<file path="config.mk">
export PLATFORM = sky130hd
export DESIGN_NAME = rd_beat_packer
export DESIGN_NICKNAME = d
export VERILOG_FILES = /design/src/source/rd_data_pkg.sv /design/src/source/rd_beat_packer.sv
export SDC_FILE = /design/constraint.sdc
export NUM_CORES = 1
export LEC_CHECK = 0
export CORE_MARGIN = 4
export CORE_UTILIZATION = 45
export DETAILED_ROUTE_END_ITERATION = 8
export DONT_BUFFER_PORTS = 1
export PLACE_DENSITY_LB_ADDON = 0.25
export SYNTH_ARGS = -nofsm -noshare
export SYNTH_HDL_FRONTEND = slang
export SYNTH_SLANG_ARGS = --single-unit
export TNS_END_PERCENT = 20
</file>
<file path="constraint.sdc">
create_clock -name sys_clk -period 5.2 [get_ports sys_clk]
set_input_delay 0.26 -clock sys_clk [delete_from_list [all_inputs] [get_ports sys_clk]]
set_output_delay 0.26 -clock sys_clk [all_outputs]
set_load 0.02 [all_outputs]
</file>
<file path="src/source/rd_data_pkg.sv">
`default_nettype none

// ********************
// data side of the read path
// ********************
package rd_data_pkg;

  // controller beat and packed channel slice
  typedef logic [63:0]  beat_t;
  typedef logic [127:0] slice_t;

  // fill level reported by a channel read FIFO
  typedef logic [5:0] level_t;

  // no slice goes to a channel at or above this level
  localparam int LEVEL_LIMIT = 60;

  // both queues hold at least one full round
  localparam int ADDR_DEPTH = 64;
  localparam int DATA_DEPTH = 64;

  // dispatcher FSM
  typedef enum logic [1:0] {
    WAIT,
    SERVE,
    DRAIN
  } disp_state_t;

endpackage

`default_nettype wire

</file>
<file path="src/source/rd_beat_packer.sv">
`timescale 1ns/1ps
`default_nettype none

module rd_beat_packer
  import rd_data_pkg::*;
(
  input  logic   sys_clk,
  input  logic   sys_rst,
  input  logic   beat_wr_i,
  input  beat_t  beat_i,
  output logic   slice_wr_o,
  output slice_t slice_o
);

  // high when the next beat is the upper half
  logic  phase_q;
  beat_t low_q;

  // ********************
  // pair tracking
  // ********************
  always_ff @(posedge sys_clk)
  begin
    if (!sys_rst)
    begin
      phase_q    <= 1'b0;
      slice_wr_o <= 1'b0;
    end
    else
    begin
      slice_wr_o <= beat_wr_i && phase_q;
      if (beat_wr_i)
        phase_q <= ~phase_q;
    end
  end

  // low beat waits, high beat completes the slice
  always_ff @(posedge sys_clk)
  begin
    if (beat_wr_i)
    begin
      if (!phase_q)
        low_q <= beat_i;
      else
        slice_o <= {beat_i, low_q};
    end
  end

endmodule

`default_nettype wire

</file>
======== After elaboration in Yosys (flattened, before gate mapping) ========
Index checks and enable logic that the tools add are counted.
storage, ports and cells
  flip-flop bits (word level) ............. 194
  input bits .............................. 67
  output and inout bits ................... 129
  logic and storage cells ................. 8
operators by class
  bitwise operators ....................... 1
  reductions and logical operators ........ 3
operator list
  kind                 count
  2-bit AND reduction  2
  1-bit logical AND    1
  1-bit NOT            1

======== Longest topological paths before layout ========
  depth after elaboration ................. 2
  depth in mapped cells ................... 2

======== Worst setup path after synthesis ========
OpenSTA, ideal clock, no wires.
  path type ............................... reg2reg
  from .................................... register phase_q
  to ...................................... register slice_o[0], enable pin
  arrival ................................. 1.996 ns
  slack ................................... 2.772 ns
  stages on the path, launching flop included .. 2
  clock period less this slack ............ 2.428 ns
  cell sequence ........................... dfxtp_1 -> and2_2
between the ends
  word-level cells in the longest chain between the ends .. 1
RTL lines
  item                                  line                  source
  start: declaration                    rd_beat_packer.sv:16  logic phase_q;
  start signal: assignment              rd_beat_packer.sv:33  phase_q <= ~phase_q;
  2-bit AND reduction (no source line)  -
  end signal: assignment                rd_beat_packer.sv:45  slice_o <= {beat_i, low_q};
  end: declaration                      rd_beat_packer.sv:12  output slice_t slice_o
No other way between the ends.
A chain may end at the register's enable or synchronous reset.

======== Worst setup path in the final report ========
  from .................................... register phase_q
  to ...................................... register slice_o[34], enable pin
Same word-level chain as after synthesis.

==> impl_metrics.tcl <==
set metrics [dict create \
    status "finished, final reports clean" \
    endpoint_kind "flop" \
    yosysSeqAreaShare_pct 99.3 \
    cap_violations 0 \
    track_usage_pct 12.9 \
    power.share.switching_pct 19.1 \
    layout_commonest_cell "edfxtp_1" \
    antenna_cells 0 \
    drv_slew 0 \
    syn-instance-count 199 \
    finalNetCount 353 \
    arrival_ns 2.39 \
    p_int_w 0.00263 \
    finalClockSkew_ns 0.00861 \
    muxShareOfSynthArea_pct 0 \
    r2r-end "slice_o[34]" \
    cts_tree "built" \
    finalSetupTns_ns 0 \
    p_clk_share_pct 40.2 \
    grt_max_degree 84 \
    fmax_mhz 429 \
    max-clock-path-buffers 2 \
    grt_pass1_wl_mm 13.6 \
    hold_path.class "input pin to flop" \
    antenna_found_initial 0 \
    reg2reg_from "phase_q" \
    ctsHtreeMaxLevel 4 \
    via_per_inst 4.71 \
    drt_iter0_drc 230 \
    die_h_um 122 \
    ys_types 7 \
    min_to "slice_wr_o" \
    worst-path-max-fanout 83 \
    hp-start "sys_rst" \
    vdd_drop_max_uv 295 \
    postSynthAreaPerCell_um2 29.4 \
    fin_crit_ns 2.33 \
    seqPwrFrac_pct 57.3 \
    clk_latency_ns 0.42 \
    combPwrFrac_pct 2.5 \
    cts_sinks 194 \
    synth_top_family_by_area "simple AND/OR/NAND/NOR gates" \
    finalPower_w 0.00325 \
    required_ns 5.25 \
    dr_total_vias 2210 \
    drtPass1Iterations 4 \
    placementRows 41 \
    setup_viol 0 \
    hold-path-cell-count 1 \
    portBuffers 0 \
    critPathLaunchType "flop" \
    critPathKind "flop to flop" \
    die_w_um 122 \
    ctsResizeCount 0 \
    syn-cell-area_um2 5850 \
    boundaryPins 196 \
    synth_compound_area_share_pct 0.128 \
    mostFrequentLayoutCells "edfxtp_1 (192), dlygate4sd3_1 (66), clkbuf_16 (17)" \
    cts_buffers 17 \
    r2r_cells 2 \
    dieArea_um2 14900 \
    core_um2 12700 \
    routedWlPerCell_um 20.1 \
    slew_headroom_pct 29.0 \
    root_buffer "clkbuf_16" \
    drive_gt1_share_pct 10.4 \
    synth_fa_ha_area_share_pct 0 \
    totalWireLength_mm 9.41 \
    final_antenna_net_count 0 \
    initial_utilization_pct 46.2 \
    p_switching_w 0.000621 \
    synthSimpleGateAreaFrac_pct 0.599 \
    ys_seq_elements 194 \
    fin_crit_sh_pct 44.8 \
    leakagePower_nw 2.39 \
    synth_xor_area_share_pct 0 \
    grt_pass1_vias 2274 \
    drc_errors 0 \
    worst_pin_slew_ns 1.07 \
    synth_fp_nets 266 \
    finalWeightedCongestion 0.684 \
    final-hold-violation-count 0 \
    rsz0062_at_grt "false" \
    yosysWarnings 0 \
    area_growth_syn_to_layout_pct 25.4 \
    cts.clk_slew.worst_paths_ns 0.07 \
    overflow 0 \
    power_density_nw_per_um2 444 \
    r2r_slack_ns 2.87 \
]
-- synth_stat cells, drive strengths merged --
library cell / number / share of area (%)
dfxtp: 2 / 0.68
edfxtp: 192 / 99
and2: 1 / 0.13
o21a: 1 / 0.13
and3: 1 / 0.13
nor2b: 2 / 0.34
-- registers in the layout, indices dropped and copies added, names as in the netlist --
signal      count
slice_o       128
low_q          64
slice_wr_o      1
phase_q         1
-- area by class of cell --
cell class,instances,area [um2]
Clock inverter,12,166
Tap cell,172,215
Multi-Input combinational cell,5,43.8
Sequential cell,194,5810
Timing Repair Buffer,68,676
Clock buffer,18,429
Fill cell,940,5340
-- power by group through the flow --
stage	logic (W)	registers, W	clock network (W)
2_1_floorplan	0.0000243	0.00189	0
3_3_place_gp	0.0000357	0.00190	0
3_5_place_dp	0.0000364	0.00190	0
4_1_cts	0.0000842	0.00187	0.00134
5_1_grt	0.0000912	0.00187	0.00141
6_report	0.0000827	0.00186	0.00131
-- critical path, cell delays in order (launching register included) --
cell	delay [ns]
dfxtp_1	0.41
and2_4	0.89
buf_4	0.63
-- kinds of logic (layout without fill, tap and decap cells) --
| logic type | Yosys count | after routing |
|---|---|---|
| buffers and inverters | 0 | 98 |
| AND/OR/NAND/NOR | 4 | 4 |
| flip-flops | 194 | 194 |
| AO/OA/AOI/OAI | 1 | 1 |
-- layer usage --
| layer | vias to the layer above | GRT usage [%] | wire [um] |
|---|---|---|---|
| li1 | 985 | - | - |
| met1 | 1076 | 14.5 | 3640 |
| met2 | 131 | 19.6 | 4590 |
| met3 | 18 | 7.80 | 988 |
| met4 | 0 | 5.88 | 192 |
| met5 | - | 0 | 0 |
-- worst max path at each step --
stage          startpoint           end  slack (ns)  cells past startpoint
2_1_floorplan     phase_q    slice_o[0]        2.77                      1
3_3_place_gp      phase_q   slice_o[11]        2.89                      2
3_5_place_dp      phase_q   slice_o[11]        2.82                      2
4_1_cts           phase_q  slice_o[125]        2.80                      2
5_1_grt           phase_q   slice_o[11]        2.68                      2
6_report          phase_q   slice_o[34]        2.87                      2
-- what timing repair did --
item / CTS / global route
buffers inserted: 0 / 0
endpoints found under the hold margin: 129 / 1
hold buffers: 65 / 1
-- through the flow --
stage / hold WS (ns) / utilization (%) / setup WS [ns] / area (um2) / cells
5_1_grt: 0.00348 / 57.9 / 2.68 / 7340 / 469
3_5_place_dp: 0.359 / 48.0 / 2.82 / 6080 / 373
6_report: 0.0259 / 57.9 / 2.87 / 7340 / 469
2_1_floorplan: 0.359 / - / 2.77 / 5850 / 199
3_3_place_gp: 0.359 / 48.0 / 2.89 / 6080 / 373
4_1_cts: 0.00265 / 57.8 / 2.80 / 7330 / 468
(Power assumes the default switching activity.)
