$ cat src/source/sync_fifo.sv
`timescale 1ns/1ps
`default_nettype none

module sync_fifo #(
  parameter int WIDTH = 32,
  parameter int DEPTH = 64
) (
  input  logic             sys_clk,
  input  logic             sys_rst,
  input  logic             wr_i,
  input  logic [WIDTH-1:0] din_i,
  input  logic             rd_i,
  output logic [WIDTH-1:0] dout_o,
  output logic             valid_o,
  output logic             empty_o
);

  localparam int AW = $clog2(DEPTH);

  logic [WIDTH-1:0] mem [DEPTH];
  // extra top bit tells a full queue from an empty one
  logic [AW:0]      wptr_q;
  logic [AW:0]      rptr_q;
  logic             do_rd;

  assign empty_o = (wptr_q == rptr_q);
  assign do_rd   = rd_i && !empty_o;

  // storage
  always_ff @(posedge sys_clk)
  begin
    if (wr_i)
      mem[wptr_q[AW-1:0]] <= din_i;
  end

  // registered read port
  always_ff @(posedge sys_clk)
  begin
    if (do_rd)
      dout_o <= mem[rptr_q[AW-1:0]];
  end

  always_ff @(posedge sys_clk)
  begin
    if (!sys_rst)
    begin
      wptr_q  <= '0;
      rptr_q  <= '0;
      valid_o <= 1'b0;
    end
    else
    begin
      if (wr_i)
        wptr_q <= wptr_q + 1'b1;
      if (do_rd)
        rptr_q <= rptr_q + 1'b1;
      // data shows up one cycle after the read
      valid_o <= do_rd;
    end
  end

endmodule

`default_nettype wire

$ cat config.mk
export PLATFORM = sky130hd
export DESIGN_NAME = sync_fifo
export DESIGN_NICKNAME = d
export VERILOG_FILES = /design/src/source/sync_fifo.sv
export SDC_FILE = /design/constraint.sdc
export NUM_CORES = 2
export LEC_CHECK = 0
export BUFFER_PORTS_ARGS = -buffer_cell sky130_fd_sc_hd__buf_4
export CAP_MARGIN = 20
export CORE_MARGIN = 4
export CORE_UTILIZATION = 45
export DETAILED_ROUTE_END_ITERATION = 6
export PLACE_DENSITY = 0.72
export SYNTH_ARGS = -nofsm -noshare
export SYNTH_HDL_FRONTEND = slang
export SYNTH_SLANG_ARGS = --single-unit
$ cat constraint.sdc
create_clock -name sys_clk -period 16.2 [get_ports sys_clk]
set_clock_uncertainty 0.2 [all_clocks]
set_input_delay 3.24 -clock sys_clk [delete_from_list [all_inputs] [get_ports sys_clk]]
set_output_delay 3.24 -clock sys_clk [all_outputs]
set_load 0.005 [all_outputs]
* After elaboration in Yosys (flattened, before gate mapping)
Memory sizes are Yosys's and may differ from the RTL's. A register that Yosys moved wholly into a read port is not among the register bits. Cells that the tools add are included.
Storage, ports and cells: flip-flop bits (word level) 15, memory bits (writable) 2048, memories 1
Operators by class: $add $sub $neg 2, equality and inequality tests 1, multiplexer cells 2, reductions and logical operators 2
Memories:
- mem | words 64, width 32, read ports 1, clocked after memory_dff 1, wr ports 1, RTL line 20 | logic [WIDTH-1:0] mem [DEPTH];
Operators by type and width (number):
- adder 7 x 1 -> 7 bit (second input constant) | 2
- equality test 7 bit | 1
- two-way mux 1 bit | 2
- logical AND 1 bit | 1
- logical NOT 1 bit | 1

* Longest topological paths before layout
word-level depth 3, mapped depth 11, gate-level depth less buffers 5

* Least setup slack after synthesis
No wires, ideal clock.
kind input-to-reg, start input port wr_i, end memory mem[40][0], enable pin, library setup time 502 ps, arrival 6782 ps, setup slack 8717 ps, stages on the path 3, buffers on the path 1, cells stage by stage clkbuf_1 nand3_1 nor4_1
On the way: word-level cells in the longest chain between the ends 2
RTL lines:
- start: declaration | RTL line 10 | input logic wr_i,
- two-way mux 1 bit | RTL line 32 | if (wr_i)
- two-way mux 1 bit (not written as such) | RTL line 33 | mem[wptr_q[AW-1:0]] <= din_i;
- end: declaration | RTL line 20
No other way between the ends.

* Worst setup path after layout
start register rptr_q[3], end output port empty_o
On the way: word-level cells in the longest chain between the ends 1
RTL lines:
- start: declaration | RTL line 23 | logic [AW:0] rptr_q;
- start signal: assignment | RTL line 56 | rptr_q <= rptr_q + 1'b1;
- equality test 7 bit | RTL line 26 | assign empty_o = (wptr_q == rptr_q);
- end: declaration | RTL line 15 | output logic empty_o
No other way between the ends.

==> reports/qor.json <==
{
  "run_status": {"value": "finished clean"},
  "dieArea": {"value": 0.184, "unit": "sq mm"},
  "syn_area_per_cell": {"value": 22.0, "unit": "sq um"},
  "required_time_reported_for_the_critical_path_endpoint": {"value": 12760, "unit": "ps"},
  "syn-instance-count": {"value": 3626},
  "total_congestion_overflow": {"value": 0},
  "h-tree-depth": {"value": 4},
  "max_freq": {"value": 164, "unit": "MHz"},
  "vdd_ir_drop_max": {"value": 113, "unit": "uV"},
  "final_hold_viol_count": {"value": 0},
  "synth_fp_nets": {"value": 3664},
  "number_of_antenna_violations_at_the_first_check_in_global_routing": {"value": 20},
  "gp_congestion": {"value": 0.952},
  "synthesis.area": {"value": 0.0798, "unit": "sq mm"},
  "timing_worst_setup_path_type": {"value": "flip-flop to output port"},
  "critical_path_peak_fanout": {"value": 28},
  "cell_type_with_the_highest_aggregate_area_in_the_netlist": {"value": "sky130_fd_sc_hd__edfxtp_1"},
  "hold_path.startpoint": {"value": "wptr_q[6]$_SDFFE_PN0P_"},
  "clock_net_sink_count": {"value": 2095},
  "dr_vias": {"value": 38800},
  "slew_headroom": {"value": 22.9, "unit": "%"},
  "pwr_density_cell": {"value": 125, "unit": "mW/mm^2"},
  "post_drt_via_cell_ratio": {"value": 6.21},
  "postSynthRegisterBits": {"value": 2095},
  "rr_startpoint": {"value": "rptr_q[1]$_SDFFE_PN0P_"},
  "min_delay_worst_endpoint": {"value": "wptr_q[6]$_SDFFE_PN0P_"},
  "remaining_drc_errors": {"value": 0},
  "effective_utilization_at_floorplan": {"value": 45.3, "unit": "%"},
  "maxCapViolations": {"value": 0},
  "top_library_cells_by_usage_in_the_layout_fill_and_taps_aside": {"value": "sky130_fd_sc_hd__edfxtp_1, sky130_fd_sc_hd__mux4_2, sky130_fd_sc_hd__clkbuf_16"},
  "dr.first_iter.drc_count": {"value": 6550},
  "grt_first_pass_wirelength": {"value": 288000, "unit": "microns"},
  "synth_edf_count": {"value": 2080},
  "synth_sequential_area_ratio": {"value": 78.6, "unit": "%"},
  "report.final.setup_viol": {"value": 0},
  "cts_buffer_depth": {"value": 3},
  "post_cts_buffers": {"value": 0},
  "fp.coreArea": {"value": 0.176, "unit": "sq mm"},
  "rows": {"value": 154},
  "cts_resized": {"value": 0},
  "timing.final.crit_share": {"value": 37.7, "unit": "%"},
  "timing.final.crit_period": {"value": 6110, "unit": "ps"},
  "post_synth_num_cell_types": {"value": 55},
  "async_flop_share": {"value": 0, "unit": "%"},
  "place_ws": {"value": 9940, "unit": "ps"},
  "final_antenna_net_count": {"value": 0},
  "top_level_ports": {"value": 70},
  "worstReg2RegEnd": {"value": "dout_o[1]$_DFFE_PP_"},
  "post_cts_hold_buffer_count": {"value": 0},
  "finish.net_count": {"value": 3809},
  "worst-r2r-setup-slack": {"value": 10840, "unit": "ps"},
  "cts_tree": {"value": "yes"},
  "post-layout-total-power": {"value": 0.0113, "unit": "W"},
  "top_cell_type_s_share_of_synthesized_area": {"value": 78.2, "unit": "%"},
  "worstHoldPathCells": {"value": 2},
  "area_growth_syn_to_layout": {"value": 12.5, "unit": "%"},
  "timing.hold.worst.class": {"value": "flip-flop to flip-flop"},
  "layout_commonest_cell": {"value": "sky130_fd_sc_hd__edfxtp_1"},
  "worstRegToRegCells": {"value": 7},
  "ctsRootBufferMaster": {"value": "sky130_fd_sc_hd__clkbuf_16"},
  "tritoncts.num_buffers": {"value": 195},
  "synth-warning-count": {"value": 0},
  "detail_route.first_pass.iterations": {"value": 7},
  "synth.area.top_cells": {"value": "sky130_fd_sc_hd__edfxtp_1, sky130_fd_sc_hd__mux4_2, sky130_fd_sc_hd__mux2i_1"},
  "arrival": {"value": 2670, "unit": "ps"},
  "global_route.usage.total": {"value": 21.9, "unit": "%"},
  "total_leakage_power": {"value": 26.5, "unit": "nW"},
  "synthFlopType": {"value": "sky130_fd_sc_hd__edfxtp_1"},
  "maximum_number_of_pins_on_one_net_before_global_route_repair": {"value": 125},
  "hpwlAfterDp": {"value": 117000, "unit": "microns"},
  "post-route-worst-setup-slack": {"value": 10090, "unit": "ps"},
  "design_area": {"value": 0.0898, "unit": "sq mm"},
  "tightestPinTransition": {"value": 1160, "unit": "ps"},
  "endpoint_kind": {"value": "output port"},
  "place.port_buffers": {"value": 69},
  "placed_cell_area": {"value": 0.0832, "unit": "sq mm"},
  "die_width": {"value": 429, "unit": "microns"},
  "setup.worst_path.start_class": {"value": "flip-flop"},
  "clk_latency_worst_skew_pair": {"value": 820, "unit": "ps"},
  "maxSlewViolCount": {"value": 0},
  "wl_per_cell": {"value": 32.6, "unit": "microns"},
  "grt_setup_unrepaired": {"value": "false"},
  "grt_pass1_vias": {"value": 37800},
  "clk_transition_reported_paths": {"value": 60, "unit": "ps"},
  "wl": {"value": 204000, "unit": "microns"},
  "share_of_final_layout_standard_cells_stronger_than_drive_strength_1": {"value": 24.0, "unit": "%"},
  "die_h": {"value": 429, "unit": "microns"},
  "setup-tns-final": {"value": 0, "unit": "ps"}
}
-- synthesized netlist by cell type, drive strengths merged (11+ instances only) --
| cell type | number |
|---|---|
| edfxtp | 2080 |
| mux4 | 437 |
| a22oi | 181 |
| mux2i | 170 |
| buf | 127 |
| nor2 | 84 |
| clkbuf | 78 |
| nand3 | 76 |
| nand2 | 70 |
| nor2b | 33 |
| o21ai | 29 |
| o22ai | 26 |
| mux2 | 19 |
| o211ai | 18 |
| a21oi | 17 |
| a31oi | 16 |
| dfxtp | 15 |
| nand4 | 15 |
| nor3 | 15 |
| and2 | 14 |
| xnor2 | 14 |
| a211oi | 12 |
| o31a | 11 |
-- report_power, final --
group / leakage (nW) / switching, W / internal, W
clock network: 2.83 / 0.00194 / 0.00234
registers: 18.8 / 0.0000456 / 0.00600
logic: 4.80 / 0.000550 / 0.000394
total: 26.5 / 0.00253 / 0.00873
-- how the worst max path moves through the flow --
stage / slack, ps / end / startpoint
after floorplan: 8720 / mem[40][0]$_DFFE_PP_ / wr_i
after global routing: 10010 / empty_o / rptr_q[3]$_SDFFE_PN0P_
after CTS: 10050 / empty_o / rptr_q[3]$_SDFFE_PN0P_
after detailed placement: 9940 / mem[14][1]$_DFFE_PP_ / wr_i
final: 10090 / empty_o / rptr_q[3]$_SDFFE_PN0P_
after global placement: 9920 / mem[14][1]$_DFFE_PP_ / wr_i
-- worst max-delay path, stage by stage (launching register included) --
cell	delay, ps
sky130_fd_sc_hd__dfxtp_2	890
sky130_fd_sc_hd__xnor2_1	190
sky130_fd_sc_hd__nand4_1	230
sky130_fd_sc_hd__nor2_1	340
sky130_fd_sc_hd__buf_4	180
-- cell type report --
type	instances	area (sq um)
Tap cell	2340	2930
Clock inverter	98	682
Clock buffer	245	5150
Timing Repair Buffer	153	1750
Antenna cell	2	5.00
Sequential cell	2095	62800
Inverter	3	11.3
Multi-Input combinational cell	1323	16500
Fill cell	13400	86500
-- registers in the layout, indices dropped and copies added, names as in the netlist --
| signal | count |
|---|---|
| dout_o | 32 |
| wptr_q | 7 |
| rptr_q | 7 |
| valid_o | 1 |
| mem | 2048 |
-- through the flow --
step	instances	utilization [%]	hold slack (ps)
6_report	6259	50.9	326
5_1_grt	6257	50.9	334
4_1_cts	6222	50.5	323
3_5_place_dp	5879	47.2	308
3_3_place_gp	5873	47.1	288
2_1_floorplan	3626	-	277
-- kinds of logic (layout without fill, tap and decap cells) --
kind of cell	Yosys count	count (layout)	share of synthesized area [%]
AO/OA/AOI/OAI	336	336	3.00
XOR/XNOR	14	14	0.154
adder cells (fa/ha/maj)	2	2	0.0313
buffers and inverters	208	499	1.35
flip-flops	2095	2095	78.6
multiplexers	626	626	14.7
other	0	2	0
AND/OR/NAND/NOR	345	345	2.14
-- per-layer routing --
metal	GRT usage [%]	up-vias	wire length, microns	share of wire [%]
li1	-	15600	-	-
met1	30.2	20400	74200	36
met2	33.9	2457	97000	48
met3	4.91	390	23000	11
met4	9.14	10	9520	4.7
met5	0	-	65	0.032
Note: power is estimated with default switching activity, not from simulation.
