===== src/source/rd_data_pkg.sv =====
`default_nettype none

// ********************
// data side of the read path
// ********************
package rd_data_pkg;

  // controller beat and packed channel slice
  typedef logic [63:0]  beat_t;
  typedef logic [127:0] slice_t;

  // fill level reported by a channel read FIFO
  typedef logic [5:0] level_t;

  // no slice goes to a channel at or above this level
  localparam int LEVEL_LIMIT = 60;

  // both queues hold at least one full round
  localparam int ADDR_DEPTH = 64;
  localparam int DATA_DEPTH = 64;

  // dispatcher FSM
  typedef enum logic [1:0] {
    WAIT,
    SERVE,
    DRAIN
  } disp_state_t;

endpackage

`default_nettype wire


===== src/source/rd_sched_pkg.sv =====
`default_nettype none

// ********************
// address side of the read scheduler
// ********************
package rd_sched_pkg;

  // channels visited per round, fixed order 0 to CH_NUM-1
  localparam int CH_NUM = 6;

  // most bursts taken from one channel in one round
  localparam int SLICE_NUM = 8;

  // burst address as seen by the memory controller
  typedef logic [29:0] addr_t;

  // channel number
  typedef logic [2:0] ch_idx_t;

  // per channel slice count, 0 to SLICE_NUM
  typedef logic [3:0] cnt_t;

  // one record per channel, sent when the scheduler leaves it
  typedef struct packed {
    logic    valid;
    ch_idx_t ch;
    cnt_t    count;
  } issue_rec_t;

  // scheduler FSM
  typedef enum logic {
    IDLE,
    SERVE
  } sched_state_t;

endpackage

`default_nettype wire

===== src/source/rd_slice_dispatcher.sv =====
`timescale 1ns/1ps
`default_nettype none

module rd_slice_dispatcher
  import rd_sched_pkg::*, rd_data_pkg::*;
(
  input  logic              sys_clk,
  input  logic              sys_rst,
  input  issue_rec_t        issue_i,
  input  logic              dq_valid_i,
  input  logic              dq_empty_i,
  input  slice_t            dq_data_i,
  input  level_t            ch_level_i [CH_NUM],
  output logic              dq_rd_o,
  output logic [CH_NUM-1:0] ch_slice_wr_o,
  output slice_t            ch_slice_o,
  output logic              round_done_o
);

  disp_state_t       state_q;
  ch_idx_t           cur_ch_q;
  ch_idx_t           next_ch;
  cnt_t              cnt_q [CH_NUM];
  logic [CH_NUM-1:0] ready_q;
  cnt_t              popped_q;
  cnt_t              deliv_q;
  cnt_t              cur_cnt;
  logic              level_ok;
  logic              last_ch;
  logic              advance;

  assign cur_cnt  = cnt_q[cur_ch_q];
  assign next_ch  = cur_ch_q + 1'b1;
  assign last_ch  = (cur_ch_q == ch_idx_t'(CH_NUM - 1));
  assign level_ok = (ch_level_i[cur_ch_q] < level_t'(LEVEL_LIMIT));

  // pop only what the channel asked for, and only while it has room
  assign dq_rd_o = (state_q == rd_data_pkg::SERVE) && (popped_q < cur_cnt) &&
                   !dq_empty_i && level_ok;

  // all of the current channel's slices are out
  always_comb
  begin
    case (state_q)
      rd_data_pkg::SERVE: advance = (popped_q == cur_cnt) && (deliv_q == cur_cnt);
      DRAIN:              advance = dq_valid_i && (deliv_q + 1'b1 == cur_cnt);
      default:            advance = 1'b0;
    endcase
  end

  // ********************
  // channel outputs
  // ********************
  always_comb
  begin
    for (int i = 0; i < CH_NUM; i++)
      ch_slice_wr_o[i] = dq_valid_i && (cur_ch_q == ch_idx_t'(i));
  end

  assign ch_slice_o = dq_data_i;

  // counts from the scheduler, qualified by ready_q
  always_ff @(posedge sys_clk)
  begin
    if (issue_i.valid)
      cnt_q[issue_i.ch] <= issue_i.count;
  end

  // ********************
  // round walk
  // ********************
  always_ff @(posedge sys_clk)
  begin
    if (!sys_rst)
    begin
      state_q      <= WAIT;
      cur_ch_q     <= '0;
      ready_q      <= '0;
      popped_q     <= '0;
      deliv_q      <= '0;
      round_done_o <= 1'b0;
    end
    else
    begin
      round_done_o <= 1'b0;
      if (dq_rd_o)
        popped_q <= popped_q + 1'b1;
      if (dq_valid_i)
        deliv_q <= deliv_q + 1'b1;

      case (state_q)
        WAIT:
        begin
          if (ready_q[cur_ch_q])
            state_q <= rd_data_pkg::SERVE;
        end
        rd_data_pkg::SERVE:
        begin
          // last pop issued, wait for its slice
          if (dq_rd_o && (popped_q + 1'b1 == cur_cnt))
            state_q <= DRAIN;
        end
        default:
        begin
          state_q <= state_q;
        end
      endcase

      if (advance)
      begin
        popped_q <= '0;
        deliv_q  <= '0;
        if (last_ch)
        begin
          round_done_o <= 1'b1;
          ready_q      <= '0;
          cur_ch_q     <= '0;
          state_q      <= WAIT;
        end
        else
        begin
          cur_ch_q <= next_ch;
          state_q  <= ready_q[next_ch] ? rd_data_pkg::SERVE : WAIT;
        end
      end

      if (issue_i.valid)
        ready_q[issue_i.ch] <= 1'b1;
    end
  end

endmodule

`default_nettype wire


===== config.mk =====
export PLATFORM = sky130hd
export DESIGN_NAME = rd_slice_dispatcher
export DESIGN_NICKNAME = d
export VERILOG_FILES = /design/src/source/rd_data_pkg.sv /design/src/source/rd_sched_pkg.sv /design/src/source/rd_slice_dispatcher.sv
export SDC_FILE = /design/constraint.sdc
export NUM_CORES = 1
export LEC_CHECK = 0
export CORE_AREA = 3 3 122 124
export CTS_BUF_LIST = sky130_fd_sc_hd__clkbuf_8
export DETAILED_ROUTE_END_ITERATION = 6
export DIE_AREA = 0 0 125 127
export DONT_BUFFER_PORTS = 1
export GPL_ROUTABILITY_DRIVEN = 1
export PLACE_DENSITY_LB_ADDON = 0.25
export SLEW_MARGIN = 40
export SYNTH_ARGS = -nofsm -noshare
export SYNTH_HDL_FRONTEND = slang
export SYNTH_SLANG_ARGS = --single-unit

===== constraint.sdc =====
create_clock -name sys_clk -period 6.82 [get_ports sys_clk]
set_input_delay 0.341 -clock sys_clk [delete_from_list [all_inputs] [get_ports sys_clk]]
set_output_delay 0.341 -clock sys_clk [all_outputs]
set_load 0.01 [all_outputs]

### Word level (Yosys, flattened, before mapping)

Memories as Yosys holds them, arrays and structs flattened. A register that Yosys moved wholly into a read port is not among the register bits.
Cells that the tools add are included.
Widths: inputs -> output; s select.

| storage, ports and cells | value |
|---|---|
| output and inout bits | 136 |
| bits in writable memories | 24 |
| memories | 1 |
| word-level logic and storage cells | 79 |
| register bits | 20 |
| input bits | 176 |

Memories:

| name | words | bits a word | rd ports | clocked after Yosys merged registers in | wr ports | RTL line | RTL |
|---|---|---|---|---|---|---|---|
| cnt_q | 6 | 4 | 1 | 1 | 1 | rd_slice_dispatcher.sv:23 | `cnt_t cnt_q [CH_NUM];` |

| operators by class | value |
|---|---|
| eq/ne operators | 13 |
| multiplexer cells | 26 |
| reduce and logical (&&, ||, !) cells | 20 |
| add/subtract/negate cells | 3 |
| order comparisons | 7 |
| bitwise operators | 3 |

Operators with widths:

| kind | count |
|---|---|
| $mux 6 | 6 |
| $bmux 6 s3 | 1 |
| $eq 4x4->1 | 4 |
| $logic_and 1x1->1 | 13 |
| $lt 3x4->1 const B | 3 |
| $mux 3 | 3 |
| $add 4x1->4 const B | 2 |
| $mux 1 | 8 |
| $bmux 1 s3 | 2 |
| $eq 3x2->1 const B | 2 |
| $eq 3x3->1 const B | 2 |
| $lt 6x6->1 const B | 1 |
| $mux 2 | 3 |
| $or 6x6->6 | 1 |
| $ge 4x4->1 const B | 1 |
| $lt 4x4->1 | 1 |
| $not 3->4 | 1 |
| $pmux 2 s2 | 1 |
| $add 3x1->3 const B | 1 |
| $demux 1 s3 | 1 |
| $eq 3x1->1 const B | 1 |
| $ge 3x1->1 const B | 1 |
| $logic_not 3->1 | 1 |
| $ne 3x2->1 const B | 1 |
| other kinds (11) | 11 |

### Depth between registers and ports, before layout

| logic depth | value |
|---|---|
| depth after elaboration | 10 |
| depth in mapped cells | 11 |
| mapped depth without buffers | 10 |

### Worst setup path after synthesis

No wires, ideal clock.

| path | value |
|---|---|
| kind | reg2reg |
| start point | register (tool-made name) |
| end point | register state_q[0] |
| required time | 6697 ps |
| slack | 3848 ps |
| stages on the path, launching flop included | 11 |
| clock period less this slack | 2972 ps |
| setup time | 123 ps |
| arrival time | 2849 ps |
| path through | dfxtp_1 > buf_6 > mux2_1 > mux4_2 > inv_1 > ha_1 > a21oi_1 > o211ai_1 > nor3_1 > a31oi_1 > mux2_1 |

RTL lines:

| item | RTL line | RTL |
|---|---|---|
| end signal: assignment | rd_slice_dispatcher.sv:95 | `state_q <= rd_data_pkg::SERVE;` |
| end signal: assignment | rd_slice_dispatcher.sv:105 | `state_q <= state_q;` |
| end signal: assignment | rd_slice_dispatcher.sv:123 | `state_q <= ready_q[next_ch] ? rd_data_pkg::SERVE : WAIT;` |
| end: declaration | rd_slice_dispatcher.sv:20 | `disp_state_t state_q;` |

==> metrics.txt <==
Unique masters post-synth=40; largest net degree at the start of global routing=25; CP arrival=3670 ps; Final period util=about half; Tmin final=3466 ps; die width=about 130 µm; grt ovf=0; type of element launching the critical path=flop; cell count after synthesis=~340; Core ar.=approximately 14000 µm²; Ys Warns=0; post-cts sizing count=0; WHS Path Cells=0; FF+latch count, synth=47; setup bufs post-CTS=0; Final setup viols=0; Worst Slack Setup Final=approximately 3400 ps; status=complete, no violations; CTS Root Cell=clkbuf_8; Sw Ratio=around 25%; Psw=~0.00013 W; met3 routed WL=about 600 µm; Setup TNS Final=0 ps; worst slew pin tran=between 600 and 700 ps; Post-Route M1 WL=2653 µm; Final nets=between 400 and 500; Routed WL=around 7000 µm; Seq pwr share=approximately three fifths; Max Freq=288.5 MHz; Power Density=between 150 and 200 nW/µm²; clock sinks=47; Total GRT Usage=under 10%; critical-path maximum fanout=15; Place WS=between 3000 and 4000 ps; clk buf depth=2; Mapped Nets=534; final instance area=~2800 µm²; CTS tree=done; VDD IR-drop max=~0.067 mV; drt initial violations=59; cts bufs inserted=5; maxcap violations=0; H-tree level count=2; Crit Path Class=flop to flop; Final Power=roughly 0.00053 W; die area=about 16000 µm²; Seq/Total Area, Yosys=between 30% and 40%; Worst-path clk slew=around 100 ps; Post-synth EDFFs=24; worst reg2reg setup slack=3350 ps; Routed Antenna Nets=0; Mapped Area=3441 µm²; Yosys top cell by area=buf_4; Starting Density=around 25%; post-DP HPWL=5282 µm; synth top area cells=buf_4 (28%), edfxtp_1 (21%), dfxtp_1 (13%); IO Pins=312; Setup crit end kind=flop; Avg Inst Size Synth=~10 µm²; max layer used=met4; DRT Pass-1 Iters=4; area share of the largest cell type after synthesis=28.15%; GP Congestion=around 0.7; r2r endpoint=state_q[0]; # port buffers=0; Int Pwr=~0.00040 W; fraction of layout cells with a size suffix above 1=a little under an eighth; most common flop cell mapped by yosys=edfxtp_1; Clock Latency Late Sink=310 ps; WP data required=approximately 7000 ps; Max-slew headroom=56.96%; Hold/Removal Path Class=input port to flop; DP Area=between 2000 and 3000 µm²; Clock power frac=around a third; Die H=127 µm; area grow syn2layout=-19.24%; worst hold path startpoint=issue_i[1]; initial antenna violation count=0; Leak=between 0.9 and 1 nW; pins over their slew limit=0; first-pass GRT wire length=10430 µm; RSZ-0062 raised after global routing=false; Setup Skew=6.838 ps; Antenna Cells=0; Gate power share=7.7%; Cell Rows=43; Fillers=~1600; WL met2=about 3300 µm; drc violations=0; vias post-DR=1732; endpoints failing hold=0; Post-CTS Hold Buffers=0; via/cell ratio=between 4 and 5; vias in the first global route=1833; ys async rst share=0%; Reg2Reg Depth=7; routed len/inst=17.19 µm; Hold Path Sink=cnt_q[1][1]
[power by group through the flow]
stage                     combinational, W  sequential [W]  clock, W
after floorplan                   0.000112        0.000316         0
after global placement           0.0000408        0.000317         0
after detailed placement         0.0000418        0.000318         0
after CTS                        0.0000422        0.000311  0.000185
after global routing             0.0000466        0.000312  0.000197
final                            0.0000411        0.000311  0.000178
[area by class of cell]
class | count | area (µm²) | share of cell area (%)
sequential | 47 | 1181 | 42.50
multi-input combinational | 148 | 1225 | 44.08
inverter | 13 | 48.80 | 1.756
timing repair buffer | 1 | 7.507 | 0.2701
tap | 180 | 225.2 | 8.104
clock inverter | 3 | 22.52 | 0.8104
clock buffer | 5 | 68.82 | 2.476
[state kept, by name, summed over array words and instances (netlist names), named ones only]
name / flops
state_q: 2
cnt_q: 24
ready_q: 6
popped_q: 4
deliv_q: 4
cur_ch_q: 3
round_done_o: 1
[per-layer routing]
layer,GRT usage (%),vias up
met4,4.592,0
li1,-,786
met5,0,-
met2,13.76,115
met1,9.018,797
met3,3.428,34
[cells in the mapped netlist, drive strengths merged (2+ instances only)]
cell and n:
a21oi 8, and2 4, and3 3, buf 132, clkbuf 4, dfxtp 23
edfxtp 24, ha 14, inv 13, mux2 8, mux2i 8, mux4 7
nand2 11, nand2b 3, nand3 6, nand4 8, nor2 14, nor2b 2
nor3 4, nor3b 10, nor4 2, o21ai 7, xnor2 10, xnor3 2
xor2 6
[through the flow]
stage / hold slack, ps / utilization [%] / cells
2_1_floorplan: 439.9 / - / 344
3_3_place_gp: 440.3 / 19.25 / 389
3_5_place_dp: 440.2 / 19.36 / 389
4_1_cts: 109.6 / 20.02 / 397
5_1_grt: 94.01 / 20.02 / 397
6_report: 119.8 / 20.02 / 397
[cell families after synthesis]
family,Yosys count,share of synthesized area [%]
buffers and inverters,149,30.62
and+or+nand+nor,72,11.49
DFF,47,34.33
xor gates and xnor gates,18,5.382
adders and majority gates,14,5.091
AOI/OAI and AO/OA,21,3.564
muxes,23,9.527
[worst max-delay path, stage by stage, from the launching register on]
cell and delay, ps:
dfxtp_1 550, mux2_2 380, mux4_2 550, xnor3_1 380, or4_1 490, mux2i_2 370, buf_4 310, mux2_1 330
[worst max path at each step]
stage	startpoint	end	cells past startpoint
floorplan	flop	state_q[0]	10
detailed placement	flop	state_q[0]	7
finish	flop	state_q[0]	7
global route	flop	state_q[0]	7
CTS	flop	state_q[0]	7
global placement	flop	state_q[0]	9
[cell usage in the layout (no fill, tap or decap), types with 4 or more instances in the layout]
master,n
a21oi_1,8
and2_1,4
clkbuf_8,5
dfxtp_1,23
edfxtp_1,24
ha_1,14
inv_1,12
mux2_1,5
mux2i_1,7
mux4_2,7
nand2_1,11
nand3_1,6
nand4_1,8
nor2_1,14
nor3b_1,10
o21ai_0,7
xnor2_1,10
xor2_1,6
No activity file was read; power rests on OpenSTA's default activity.
