## src/source/rd_sched_pkg.sv

```systemverilog
`default_nettype none

// ********************
// address side of the read scheduler
// ********************
package rd_sched_pkg;

  // channels visited per round, fixed order 0 to CH_NUM-1
  localparam int CH_NUM = 6;

  // most bursts taken from one channel in one round
  localparam int SLICE_NUM = 8;

  // burst address as seen by the memory controller
  typedef logic [29:0] addr_t;

  // channel number
  typedef logic [2:0] ch_idx_t;

  // per channel slice count, 0 to SLICE_NUM
  typedef logic [3:0] cnt_t;

  // one record per channel, sent when the scheduler leaves it
  typedef struct packed {
    logic    valid;
    ch_idx_t ch;
    cnt_t    count;
  } issue_rec_t;

  // scheduler FSM
  typedef enum logic {
    IDLE,
    SERVE
  } sched_state_t;

endpackage

`default_nettype wire
```

## src/source/rd_addr_scheduler.sv

```systemverilog
`timescale 1ns/1ps
`default_nettype none

module rd_addr_scheduler
  import rd_sched_pkg::*;
(
  input  logic              sys_clk,
  input  logic              sys_rst,
  input  logic              phy_init_done_i,
  input  logic              round_done_i,
  input  logic [CH_NUM-1:0] ch_req_i,
  input  addr_t             ch_addr_i [CH_NUM],
  output logic [CH_NUM-1:0] ch_addr_en_o,
  output logic              aq_wr_o,
  output addr_t             aq_data_o,
  output issue_rec_t        issue_o
);

  sched_state_t      state_q;
  logic [CH_NUM-1:0] grant_q;
  ch_idx_t           cur_ch_q;
  cnt_t              cnt_q [CH_NUM];
  logic              init_q1;
  logic              init_q2;
  logic              start;
  logic              cur_req;
  cnt_t              cur_cnt;
  logic              accept;
  logic              leave;
  logic              last_ch;

  // ********************
  // start of round
  // ********************
  always_ff @(posedge sys_clk)
  begin
    if (!sys_rst)
    begin
      init_q1 <= 1'b0;
      init_q2 <= 1'b0;
    end
    else
    begin
      init_q1 <= phy_init_done_i;
      init_q2 <= init_q1;
    end
  end

  // first round on the init edge, later rounds on round_done
  assign start = (init_q1 && !init_q2) || round_done_i;

  // ********************
  // address acceptance
  // ********************
  assign cur_req   = ch_req_i[cur_ch_q];
  assign cur_cnt   = cnt_q[cur_ch_q];
  assign aq_data_o = ch_addr_i[cur_ch_q];
  assign last_ch   = (cur_ch_q == ch_idx_t'(CH_NUM - 1));

  // accept and leave never hold in the same cycle
  assign accept = (state_q == SERVE) && cur_req && (cur_cnt < cnt_t'(SLICE_NUM));
  assign leave  = (state_q == SERVE) && (!cur_req || (cur_cnt == cnt_t'(SLICE_NUM)));

  assign aq_wr_o      = accept;
  assign ch_addr_en_o = grant_q & {CH_NUM{accept}};

  // accepted addresses per channel, cleared when the round ends
  always_ff @(posedge sys_clk)
  begin
    if (!sys_rst)
      cnt_q <= '{default: '0};
    else if (round_done_i)
      cnt_q <= '{default: '0};
    else if (accept)
      cnt_q[cur_ch_q] <= cur_cnt + 1'b1;
  end

  // ********************
  // channel walk
  // ********************
  always_ff @(posedge sys_clk)
  begin
    if (!sys_rst)
    begin
      state_q  <= IDLE;
      grant_q  <= '0;
      cur_ch_q <= '0;
      issue_o  <= '0;
    end
    else
    begin
      issue_o <= '0;
      case (state_q)
        IDLE:
        begin
          if (start)
          begin
            state_q  <= SERVE;
            grant_q  <= CH_NUM'(1);
            cur_ch_q <= '0;
          end
        end
        SERVE:
        begin
          if (leave)
          begin
            // tell the dispatcher how many slices this channel expects
            issue_o.valid <= 1'b1;
            issue_o.ch    <= cur_ch_q;
            issue_o.count <= cur_cnt;
            if (last_ch)
            begin
              state_q <= IDLE;
              grant_q <= '0;
            end
            else
            begin
              grant_q  <= grant_q << 1;
              cur_ch_q <= cur_ch_q + 1'b1;
            end
          end
        end
        default:
          state_q <= IDLE;
      endcase
    end
  end

endmodule

`default_nettype wire

```

## config.mk

```make
export PLATFORM = sky130hd
export DESIGN_NAME = rd_addr_scheduler
export DESIGN_NICKNAME = d
export VERILOG_FILES = /design/src/source/rd_sched_pkg.sv /design/src/source/rd_addr_scheduler.sv
export SDC_FILE = /design/constraint.sdc
export NUM_CORES = 1
export LEC_CHECK = 0
export ABC_AREA = 1
export BUFFER_PORTS_ARGS = -buffer_cell sky130_fd_sc_hd__clkbuf_2
export CAP_MARGIN = 20
export CORE_MARGIN = 8
export CORE_UTILIZATION = 41
export CTS_CLUSTER_DIAMETER = 150
export CTS_CLUSTER_SIZE = 25
export DETAILED_ROUTE_END_ITERATION = 7
export HOLD_SLACK_MARGIN = 0.03
export PLACE_DENSITY_LB_ADDON = 0.25
export SLEW_MARGIN = 20
export SYNTH_ARGS = -nofsm -noshare
export SYNTH_HDL_FRONTEND = slang
export SYNTH_SLANG_ARGS = --single-unit
```

## constraint.sdc

```tcl
create_clock -name sys_clk -period 2.6 [get_ports sys_clk]
set_input_delay 0.52 -clock sys_clk [delete_from_list [all_inputs] [get_ports sys_clk]]
set_output_delay 0.52 -clock sys_clk [all_outputs]
set_load 0.01 [all_outputs]
```

**Word-level counts from Yosys, hierarchy flattened**

Cells that the tools add are included.

- Flip-flop bits (word level): 44
- Output and inout bits: 45

- $add $sub $neg: 2
- Magnitude comparators: 4
- Equality and inequality tests: 5
- Multiplexer cells: 24
- Bitwise logic cells: 4
- Reduce and logical (&&, ||, !) cells: 14

Operators by type and width:

| kind | count |
|---|---|
| 30-bit binary-select mux with 3-bit select | 1 |
| 30-bit two-way mux | 2 |
| 24-bit bitwise mux | 1 |
| 6-bit two-way mux | 3 |
| 4-bit binary-select mux with 3-bit select | 1 |
| 4-bit demux with 3-bit select | 1 |
| 4-bit two-way mux | 3 |
| 6-bit case mux with 2 select lines | 1 |
| 3-bit two-way mux | 3 |
| 8-bit two-way mux | 1 |
| 6-bit bitwise AND | 1 |
| 3-bit case mux with 2 select lines | 1 |
| 3-bit AND reduction | 2 |
| 1-bit logical AND | 5 |
| 4-bit by 1-bit adder with 4-bit output, second input constant | 1 |
| 4-bit equality test, second input constant | 1 |
| 4-bit >= comparator, second input constant | 1 |
| 3-bit by 4-bit < comparator with 1-bit output, second input constant | 1 |
| 4-bit by 1-bit < comparator with 1-bit output, second input constant | 1 |
| 4-bit < comparator, second input constant | 1 |
| 1-bit two-way mux | 4 |
| 2-bit != test, second input constant | 2 |
| 3-bit NOT with 4-bit output | 1 |
| 2-bit AND reduction | 2 |
| 9 further kinds | 12 |

**Depth between registers and ports, before layout**

Gate-level depths: netlist (run 1).

- Depth after elaboration: 9
- Mapped depth: 16
- Depth with buffers taken out: 15

**Worst setup path before layout (run 1)**

No wires, ideal clock.

- Kind: register to register
- Start point: reg cur_ch_q[2]
- End point: reg issue_o[2] in the netlist's numbering
- Data arrival time: 2021 ps
- Path slack: 525 ps
- Cell stages (with the launch flop): 17
- Clock period less this slack: 2075 ps
- Path through: dfxtp_1 buf_2 inv_1 nand3_1 nor2_1 nor3_1 nand3_1 inv_1 ha_1 inv_1 nor2_1 nand2_2 a21oi_4 nand2_2 inv_2 nand2_1 inv_2

- Word-level cells in the longest chain between the ends: 8

RTL lines:

| what | line | text |
|---|---|---|
| start, declared | rd_addr_scheduler.sv:21 | `ch_idx_t cur_ch_q;` |
| start signal, assigned | rd_addr_scheduler.sv:119 | `cur_ch_q <= cur_ch_q + 1'b1;` |
| 3-bit NOT with 4-bit output (not written as such) | rd_addr_scheduler.sv:56 | `assign cur_cnt = cnt_q[cur_ch_q];` |
| 4-bit binary-select mux with 3-bit select | rd_addr_scheduler.sv:56 |  |
| 4-bit two-way mux (not written as such) (2 in a row) | rd_addr_scheduler.sv:56 |  |
| named net cur_cnt[0] | rd_addr_scheduler.sv:27 | `cnt_t cur_cnt;` |
| 4-bit equality test | rd_addr_scheduler.sv:62 | `assign leave = (state_q == SERVE) && (!cur_req \|\| (cur_cnt == cnt_t'(SLICE_NUM)));` |
| 1-bit logical OR | rd_addr_scheduler.sv:62 |  |
| 1-bit logical AND | rd_addr_scheduler.sv:62 |  |
| 3-bit AND reduction (no line) | - |  |
| end, declared | rd_addr_scheduler.sv:16 | `output issue_rec_t issue_o` |

The timed path passes the listed nets, and every way through them passes these cells. The select of a mux whose other input is x is not followed.
A chain may end at the register's enable or synchronous reset.

**Worst setup path in the final report (run 1)**

- Start point: reg cur_ch_q[1]
- End point: out aq_data_o[9]

- Word-level cells in the longest chain between the ends: 4

RTL lines:

| what | line | text |
|---|---|---|
| 3-bit NOT with 4-bit output (not written as such) | rd_addr_scheduler.sv:57 | `assign aq_data_o = ch_addr_i[cur_ch_q];` |
| 30-bit binary-select mux with 3-bit select | rd_addr_scheduler.sv:57 |  |
| 30-bit two-way mux (not written as such) (2 in a row) | rd_addr_scheduler.sv:57 |  |
| end, declared | rd_addr_scheduler.sv:15 | `output addr_t aq_data_o,` |

Every way passes these cells. The select of a mux whose other input is x is not followed.

==> results of run 1 <==
==> report_power, final <==
| part | switching [mW] | internal, mW | leakage, nW |
|---|---|---|---|
| clock network | 0.222 | 0.217 | 0.0455 |
| registers | 0.0304 | 0.698 | 0.358 |
| logic | 0.660 | 0.433 | 1.97 |
| total | 0.913 | 1.35 | 2.37 |
==> placed cells by master, fill, tap and decap left out, types with 6 or more instances in the layout <==
cell type,Yosys,final
nand2_1,127,127
a22oi_1,52,52
inv_1,43,43
dfxtp_1,44,41
o21ai_1,6,6
nand3_1,21,21
a21oi_1,12,12
nand4_1,28,28
clkbuf_8,0,6
o21ai_0,24,24
clkbuf_2,0,234
nor2_1,58,58
buf_4,2,16
==> kinds of logic (layout without fill, tap and decap cells) <==
kind of cell | Yosys count | count (layout) | share of synthesized area [%]
flip-flops | 44 | 44 | 28.4
adder cells (fa/ha/maj) | 4 | 4 | 1.61
AND/OR/NAND/NOR | 254 | 254 | 37.2
XOR/XNOR | 2 | 2 | 0.806
AO/OA/AOI/OAI | 103 | 103 | 22.3
buffers and inverters | 74 | 305 | 9.67
==> tightest hold or removal path, stage by stage <==
cell,delay [ns]
clkbuf_2,0.07
nand2_1,0.04
inv_1,0.04
==> worst max path at each step <==
stage | startpoint | endpoint | slack [ns]
6_report | cur_ch_q[1]$_SDFFE_PN0P_ | aq_data_o[9] | 0.09
5_1_grt | cur_ch_q[1]$_SDFFE_PN0P_ | aq_data_o[13] | -0.08
4_1_cts | cur_ch_q[2]$_SDFFE_PN0P_ | aq_data_o[13] | 0.04
3_5_place_dp | cur_ch_q[1]$_SDFFE_PN0P_ | aq_data_o[11] | 0.29
3_3_place_gp | cur_ch_q[1]$_SDFFE_PN0P_ | aq_data_o[11] | 0.30
2_1_floorplan | cur_ch_q[2]$_SDFFE_PN0P_ | issue_o[2]$_SDFF_PN0_ | 0.52
==> area by class of cell <==
| class | count | area [um^2] |
|---|---|---|
| Clock buffer | 8 | 90.1 |
| Tap cell | 99 | 124 |
| Timing Repair Buffer | 250 | 1290 |
| Multi-Input combinational cell | 363 | 1930 |
| Inverter | 47 | 176 |
| Fill cell | 730 | 2790 |
| Sequential cell | 44 | 887 |
==> registers in the layout (all words and copies together) (netlist names) <==
| register | cells |
|---|---|
| grant_q | 6 |
| cur_ch_q | 3 |
| issue_o | 8 |
| state_q | 1 |
| init_q1 | 1 |
| init_q2 | 1 |
| cnt_q | 24 |
==> per-stage QoR <==
stage | std cells | setup slack (ns) | power, mW
6_report | 811 | 0.0868 | 2.26
5_1_grt | 811 | -0.0820 | 2.41
4_1_cts | 811 | 0.0428 | 2.26
3_5_place_dp | 803 | 0.290 | 1.83
3_3_place_gp | 803 | 0.302 | 1.82
2_1_floorplan | 481 | 0.525 | 1.35
==> layer usage <==
layer	global-route usage [%]	share of wire, %	vias up
met1	35.6	38	1962
met4	9.45	2.6	0
met3	6.55	11	32
met2	45.2	48	225
li1	-	-	2088
met5	0	0	-
==> timing repair <==
action	4_1_cts	5_1_grt
setup endpoints to repair	4	36
gates resized for setup	2	2
hold endpoints to repair	0	0
==> results.sh, run 1 <==
export IMPL_num_antenna_cells=0
export IMPL_grt_pass1_wl_um=22900
export IMPL_path_common_cell="nand2_1"
export IMPL_final_core_util_pct=61.7
export IMPL_wl_per_cell_um=19.1
export IMPL_crit_buf_inv=3
export IMPL_worst_r2r_cell_count=14
export IMPL_avgSynthCellArea_um2=6.45
export IMPL_status="finished clean"
export IMPL_hp_class="in -> reg"
export IMPL_timing_final_hold_violations=0
export IMPL_synth_commonest_cells="nand2_1, nor2_1, a22oi_1"
export IMPL_start_kind="flop"
export IMPL_ios=235
export IMPL_clockBufferDepth=2
export IMPL_synth_seq_cells=44
export IMPL_tightest_slew_ns=0.421
export IMPL_core_mm2=0.00729
export IMPL_dp_hpwl_um=13000
export IMPL_rr_startpoint="cur_ch_q[1]$_SDFFE_PN0P_"
export IMPL_area_delta_synth_final_pct=44.9
export IMPL_grt_max_degree=32
export IMPL_clk_pin_slew_ns=0.08
export IMPL_vias=4307
export IMPL_async_reset_ff_share_pct=0
export IMPL_cts_max_level=2
export IMPL_synth_warnings=0
export IMPL_grt_pass1_vias=4242
export IMPL_synth_top_cell_by_area="dfxtp_1"
export IMPL_synth_fp_nets=675
export IMPL_drive_gt1_share_pct=39.5
export IMPL_gp_congestion=1.03
export IMPL_crit_required_ns=2.08
export IMPL_p_leak_nw=2.37
export IMPL_yosysTopAreaCellShare_pct=28.4
export IMPL_cp_end_kind="output port"
export IMPL_wl_um=15500
export IMPL_critPathMaxFanout=13
export IMPL_max_stage_delay_ns=0.39
export IMPL_grt_usage_pct=28.0
export IMPL_holdPathEnd="init_q1$_SDFF_PN0_"
export IMPL_maxSlewViolCount=0
export IMPL_hold_buffers=0
export IMPL_timing_max_cap_violations=0
export IMPL_synth_edff_count=0
export IMPL_syn_inst=481
export IMPL_dieWidth_um=103
export IMPL_num_nets_final=905
export IMPL_cts_buffers=5
export IMPL_relSlewSlack_pct=71.9
export IMPL_setup_viol=0
export IMPL_final_period_minus_worst_setup_slack_ns=2.51
export IMPL_cp_depth=7
export IMPL_cp_top_family="buffers and inverters"
export IMPL_cp_slowest_cell="dfxtp_4"
export IMPL_rsz0062_at_grt="yes"
export IMPL_fmax_mhz=398
export IMPL_clk_insertion_delay_late_ns=0.30
export IMPL_route_detailed_drc=0
export IMPL_place_area_mm2=0.00440
export IMPL_antenna_found_initial=0
export IMPL_clock_sinks=44
export IMPL_portBuffers=234
export IMPL_ys_types=32
export IMPL_first_iter_violations=316
export IMPL_netlist_area_mm2=0.00310
export IMPL_timing_reg2reg_setup_slack_ns=0.39
export IMPL_finish_instance_area_mm2=0.00450
export IMPL_peakVddDrop_mv=0.382
export IMPL_synth_most_common_cell="nand2_1"
export IMPL_die_h_um=103
export IMPL_clockRootBuffer="clkbuf_8"
export IMPL_die_area_mm2=0.0106
export IMPL_r2r_end="grant_q[3]$_SDFFE_PN0P_"
export IMPL_initial_core_util_pct=42.6
export IMPL_p_per_area_mw_per_mm2=503
export IMPL_rows=31
export IMPL_synth_area_top_cells="dfxtp_1, nand2_1, a22oi_1"
export IMPL_worstHoldStart="phy_init_done_i"
export IMPL_fin_skew_ns=0.00718
export IMPL_post_cts_setup_buffer_count=0
export IMPL_crit_arrival_ns=1.99
export IMPL_cts_tree="done"
export IMPL_grt_overflow=0
export IMPL_synth_seq_area_share_pct=28.4
export IMPL_whs_ns=0.403
export IMPL_drtAntennaViolNets=0
export IMPL_finalSetupTns_ns=0
export IMPL_post_drt_via_cell_ratio=5.31
export IMPL_firstDrtPassIters=6
export IMPL_worstPathCellList="nor2_1, nand2_1, inv_1, buf_4, nand2_1, nand4_1, clkbuf_2"
export IMPL_hold_depth=3
export IMPL_synth_top_flop_cell="dfxtp_1"
export IMPL_post_route_period_util_pct=96.7
export IMPL_crit_type="reg -> out"
(Power assumes the default switching activity.)
==> run 2: changes to the inputs <==
--- a/config.mk
+++ b/config.mk
@@ -14,4 +14,5 @@
 export CTS_CLUSTER_SIZE = 25
 export DETAILED_ROUTE_END_ITERATION = 7
+export GPL_TIMING_DRIVEN = 0
 export HOLD_SLACK_MARGIN = 0.03
 export PLACE_DENSITY_LB_ADDON = 0.25
==> constraint.sdc (replaced) <==
create_clock -name sys_clk -period 2.6 [get_ports sys_clk]
set_input_delay 0.65 -clock sys_clk [delete_from_list [all_inputs] [get_ports sys_clk]]
set_output_delay 0.65 -clock sys_clk [all_outputs]
set_load 0.01 [all_outputs]
==> run 2 against run 1 <==
Compared with the run above:
- total power is 9.8% higher
- cell count up 2.2%
- utilization grew 3.3 points
- combinational power is 14% higher
- via count grew 3.1%
- flip-flop and latch count stayed put
- worst setup slack got worse by 0.082 ns
- count of clock-buffer cells in the layout fell by 2
- hold slack gained 0.040 ns
- non-clock buffer count up 17
- largest power group unchanged
==> results.sh, run 2 (synthesis gave the netlist of run 1 again) <==
export IMPL_die_h_um=103
export IMPL_start_kind="flop"
export IMPL_post_route_period_util_pct=99.8
export IMPL_p_per_area_mw_per_mm2=524
export IMPL_critPathMaxFanout=10
export IMPL_maxSlewViolCount=0
export IMPL_p_leak_nw=2.47
export IMPL_hp_class="reg -> reg"
export IMPL_vias=4441
export IMPL_portBuffers=233
export IMPL_timing_max_cap_violations=0
export IMPL_busiest_layer="met2"
export IMPL_firstDrtPassIters=6
export IMPL_hold_buffers=0
export IMPL_num_nets_final=922
export IMPL_layout_commonest_cell="clkbuf_2"
export IMPL_relSlewSlack_pct=70.5
export IMPL_finalWorstSetupSlack_ns=0.00446
export IMPL_fin_skew_ns=0.00619
export IMPL_clockRootBuffer="clkbuf_8"
export IMPL_peakVddDrop_mv=0.376
export IMPL_reg_top3="cnt_q: 24 flops, issue_o: 8 flops, grant_q: 6 flops"
export IMPL_largest_reg_flops=24
export IMPL_final_period_minus_worst_setup_slack_ns=2.60
export IMPL_use_met1_pct=35.1
export IMPL_rows=31
export IMPL_clockBufferDepth=2
export IMPL_setup_viol=0
export IMPL_clock_sinks=44
export IMPL_cts_tree="done"
export IMPL_drive_gt1_share_pct=42.1
export IMPL_cp_slowest_cell="dfxtp_1"
export IMPL_place_inst=813
export IMPL_mostFrequentLayoutCells="clkbuf_2, nand2_1, nor2_1"
export IMPL_clk_insertion_delay_late_ns=0.31
export IMPL_pre_cts_ws_ns=-0.135
export IMPL_layout_cells_non_filler=829
export IMPL_met2_usage_pct=44.7
export IMPL_timing_final_hold_violations=0
export IMPL_post_drt_via_cell_ratio=5.36
export IMPL_grt_overflow=0
export IMPL_crit_required_ns=1.95
export IMPL_die_area_mm2=0.0106
export IMPL_worstPathCellList="buf_6, clkinvlp_4, nand3_2, inv_2, clkbuf_2, a22oi_1, nand4_1, clkbuf_2"
export IMPL_max_stage_delay_ns=0.33
export IMPL_dp_hpwl_um=13500
export IMPL_first_iter_violations=376
export IMPL_met3_usage_pct=8.37
export IMPL_fmax_mhz=385
export IMPL_path_common_cell="clkbuf_2"
export IMPL_crit_type="reg -> out"
export IMPL_status="finished clean"
export IMPL_dieWidth_um=103
export IMPL_gp_congestion=1.02
export IMPL_antenna_found_initial=1
export IMPL_top_register="cnt_q"
export IMPL_cp_end_kind="output port"
export IMPL_area_delta_synth_final_pct=52.6
export IMPL_wl_per_cell_um=19.6
export IMPL_route_detailed_drc=0
export IMPL_grt_pass1_wl_um=22700
export IMPL_core_mm2=0.00729
export IMPL_crit_arrival_ns=1.95
export IMPL_power_mw=2.48
export IMPL_grt_max_degree=14
export IMPL_cts_max_level=2
export IMPL_ios=235
export IMPL_grt_pass1_vias=4185
export IMPL_drtAntennaViolNets=0
export IMPL_clk_pin_slew_ns=0.08
export IMPL_initial_core_util_pct=42.6
export IMPL_tightest_slew_ns=0.443
export IMPL_cts_buffers=5
export IMPL_wl_um=16300
export IMPL_grt_usage_pct=28.0
## run 2: cell count changes in the layout (fill, tap and decap cells not counted), sizes merged
cell	delta
buf	+4
bufinv	+1
clkbuf	+11
clkinv	+1
clkinvlp	+1
diode	+1
inv	-1
## run 2: final cells by class
type / count / area (um^2)
Sequential cell: 44 / 886
Tap cell: 99 / 124
Antenna cell: 1 / 2.50
Clock inverter: 2 / 35.0
Multi-Input combinational cell: 363 / 2010
Timing Repair Buffer: 240 / 1220
Buffer: 27 / 203
Fill cell: 711 / 2560
Clock buffer: 6 / 72.6
Inverter: 47 / 183
## run 2: metrics by stage
| step | util (%) | cell area, um^2 | setup TNS [ns] | hold WS [ns] |
|---|---|---|---|---|
| after CTS | 63.6 | 4640 | -0.000885 | 0.440 |
| after detailed placement | 60.3 | 4390 | -1.66 | 0.426 |
| after global placement | 60.3 | 4390 | -1.12 | 0.428 |
| after floorplan | - | 3100 | 0 | 0.413 |
| after global routing | 64.9 | 4730 | -0.0779 | 0.473 |
| final | 64.9 | 4740 | 0 | 0.443 |
## run 2: repair_timing
item	CTS	global route
gates resized for setup	40	20
gates cloned	0	0
setup buffers	4	3
pin swaps	3	1
setup endpoints to repair	37	52
## run 2: where the power goes
part	leakage (nW)	total, mW	internal (mW)	switching, mW
combinational	2.05	1.24	0.507	0.732
sequential	0.357	0.714	0.697	0.0168
clock	0.0552	0.529	0.285	0.243
total	2.47	2.48	1.49	0.993
## run 2: path summary, 6_finish.rpt
| path | start | end | slack [ns] | depth (start not counted) |
|---|---|---|---|---|
| min | init_q1$_SDFF_PN0_ | init_q2$_SDFF_PN0_ | 0.44 | 2 |
| max | cur_ch_q[2]$_SDFFE_PN0P_ | aq_data_o[18] | 0.004 | 8 |
| max reg2reg | cur_ch_q[1]$_SDFFE_PN0P_ | issue_o[2]$_SDFF_PN0_ | 0.20 | 17 |
| min reg2reg | init_q1$_SDFF_PN0_ | init_q2$_SDFF_PN0_ | 0.44 | 2 |
## run 2: worst max-delay path: cells and delay by family, from the launching register on
family / cells / cell delay [ns]
and+or+nand+nor: 2 / 0.26
DFF: 1 / 0.33
buffers and inverters: 5 / 0.72
AOI/OAI and AO/OA: 1 / 0.32
## run 2: per-layer routing
layer	vias up	share of wire, %
met3	26	11
met4	2	1.9
met1	2075	40
met2	212	47
li1	2126	-
met5	-	0.080
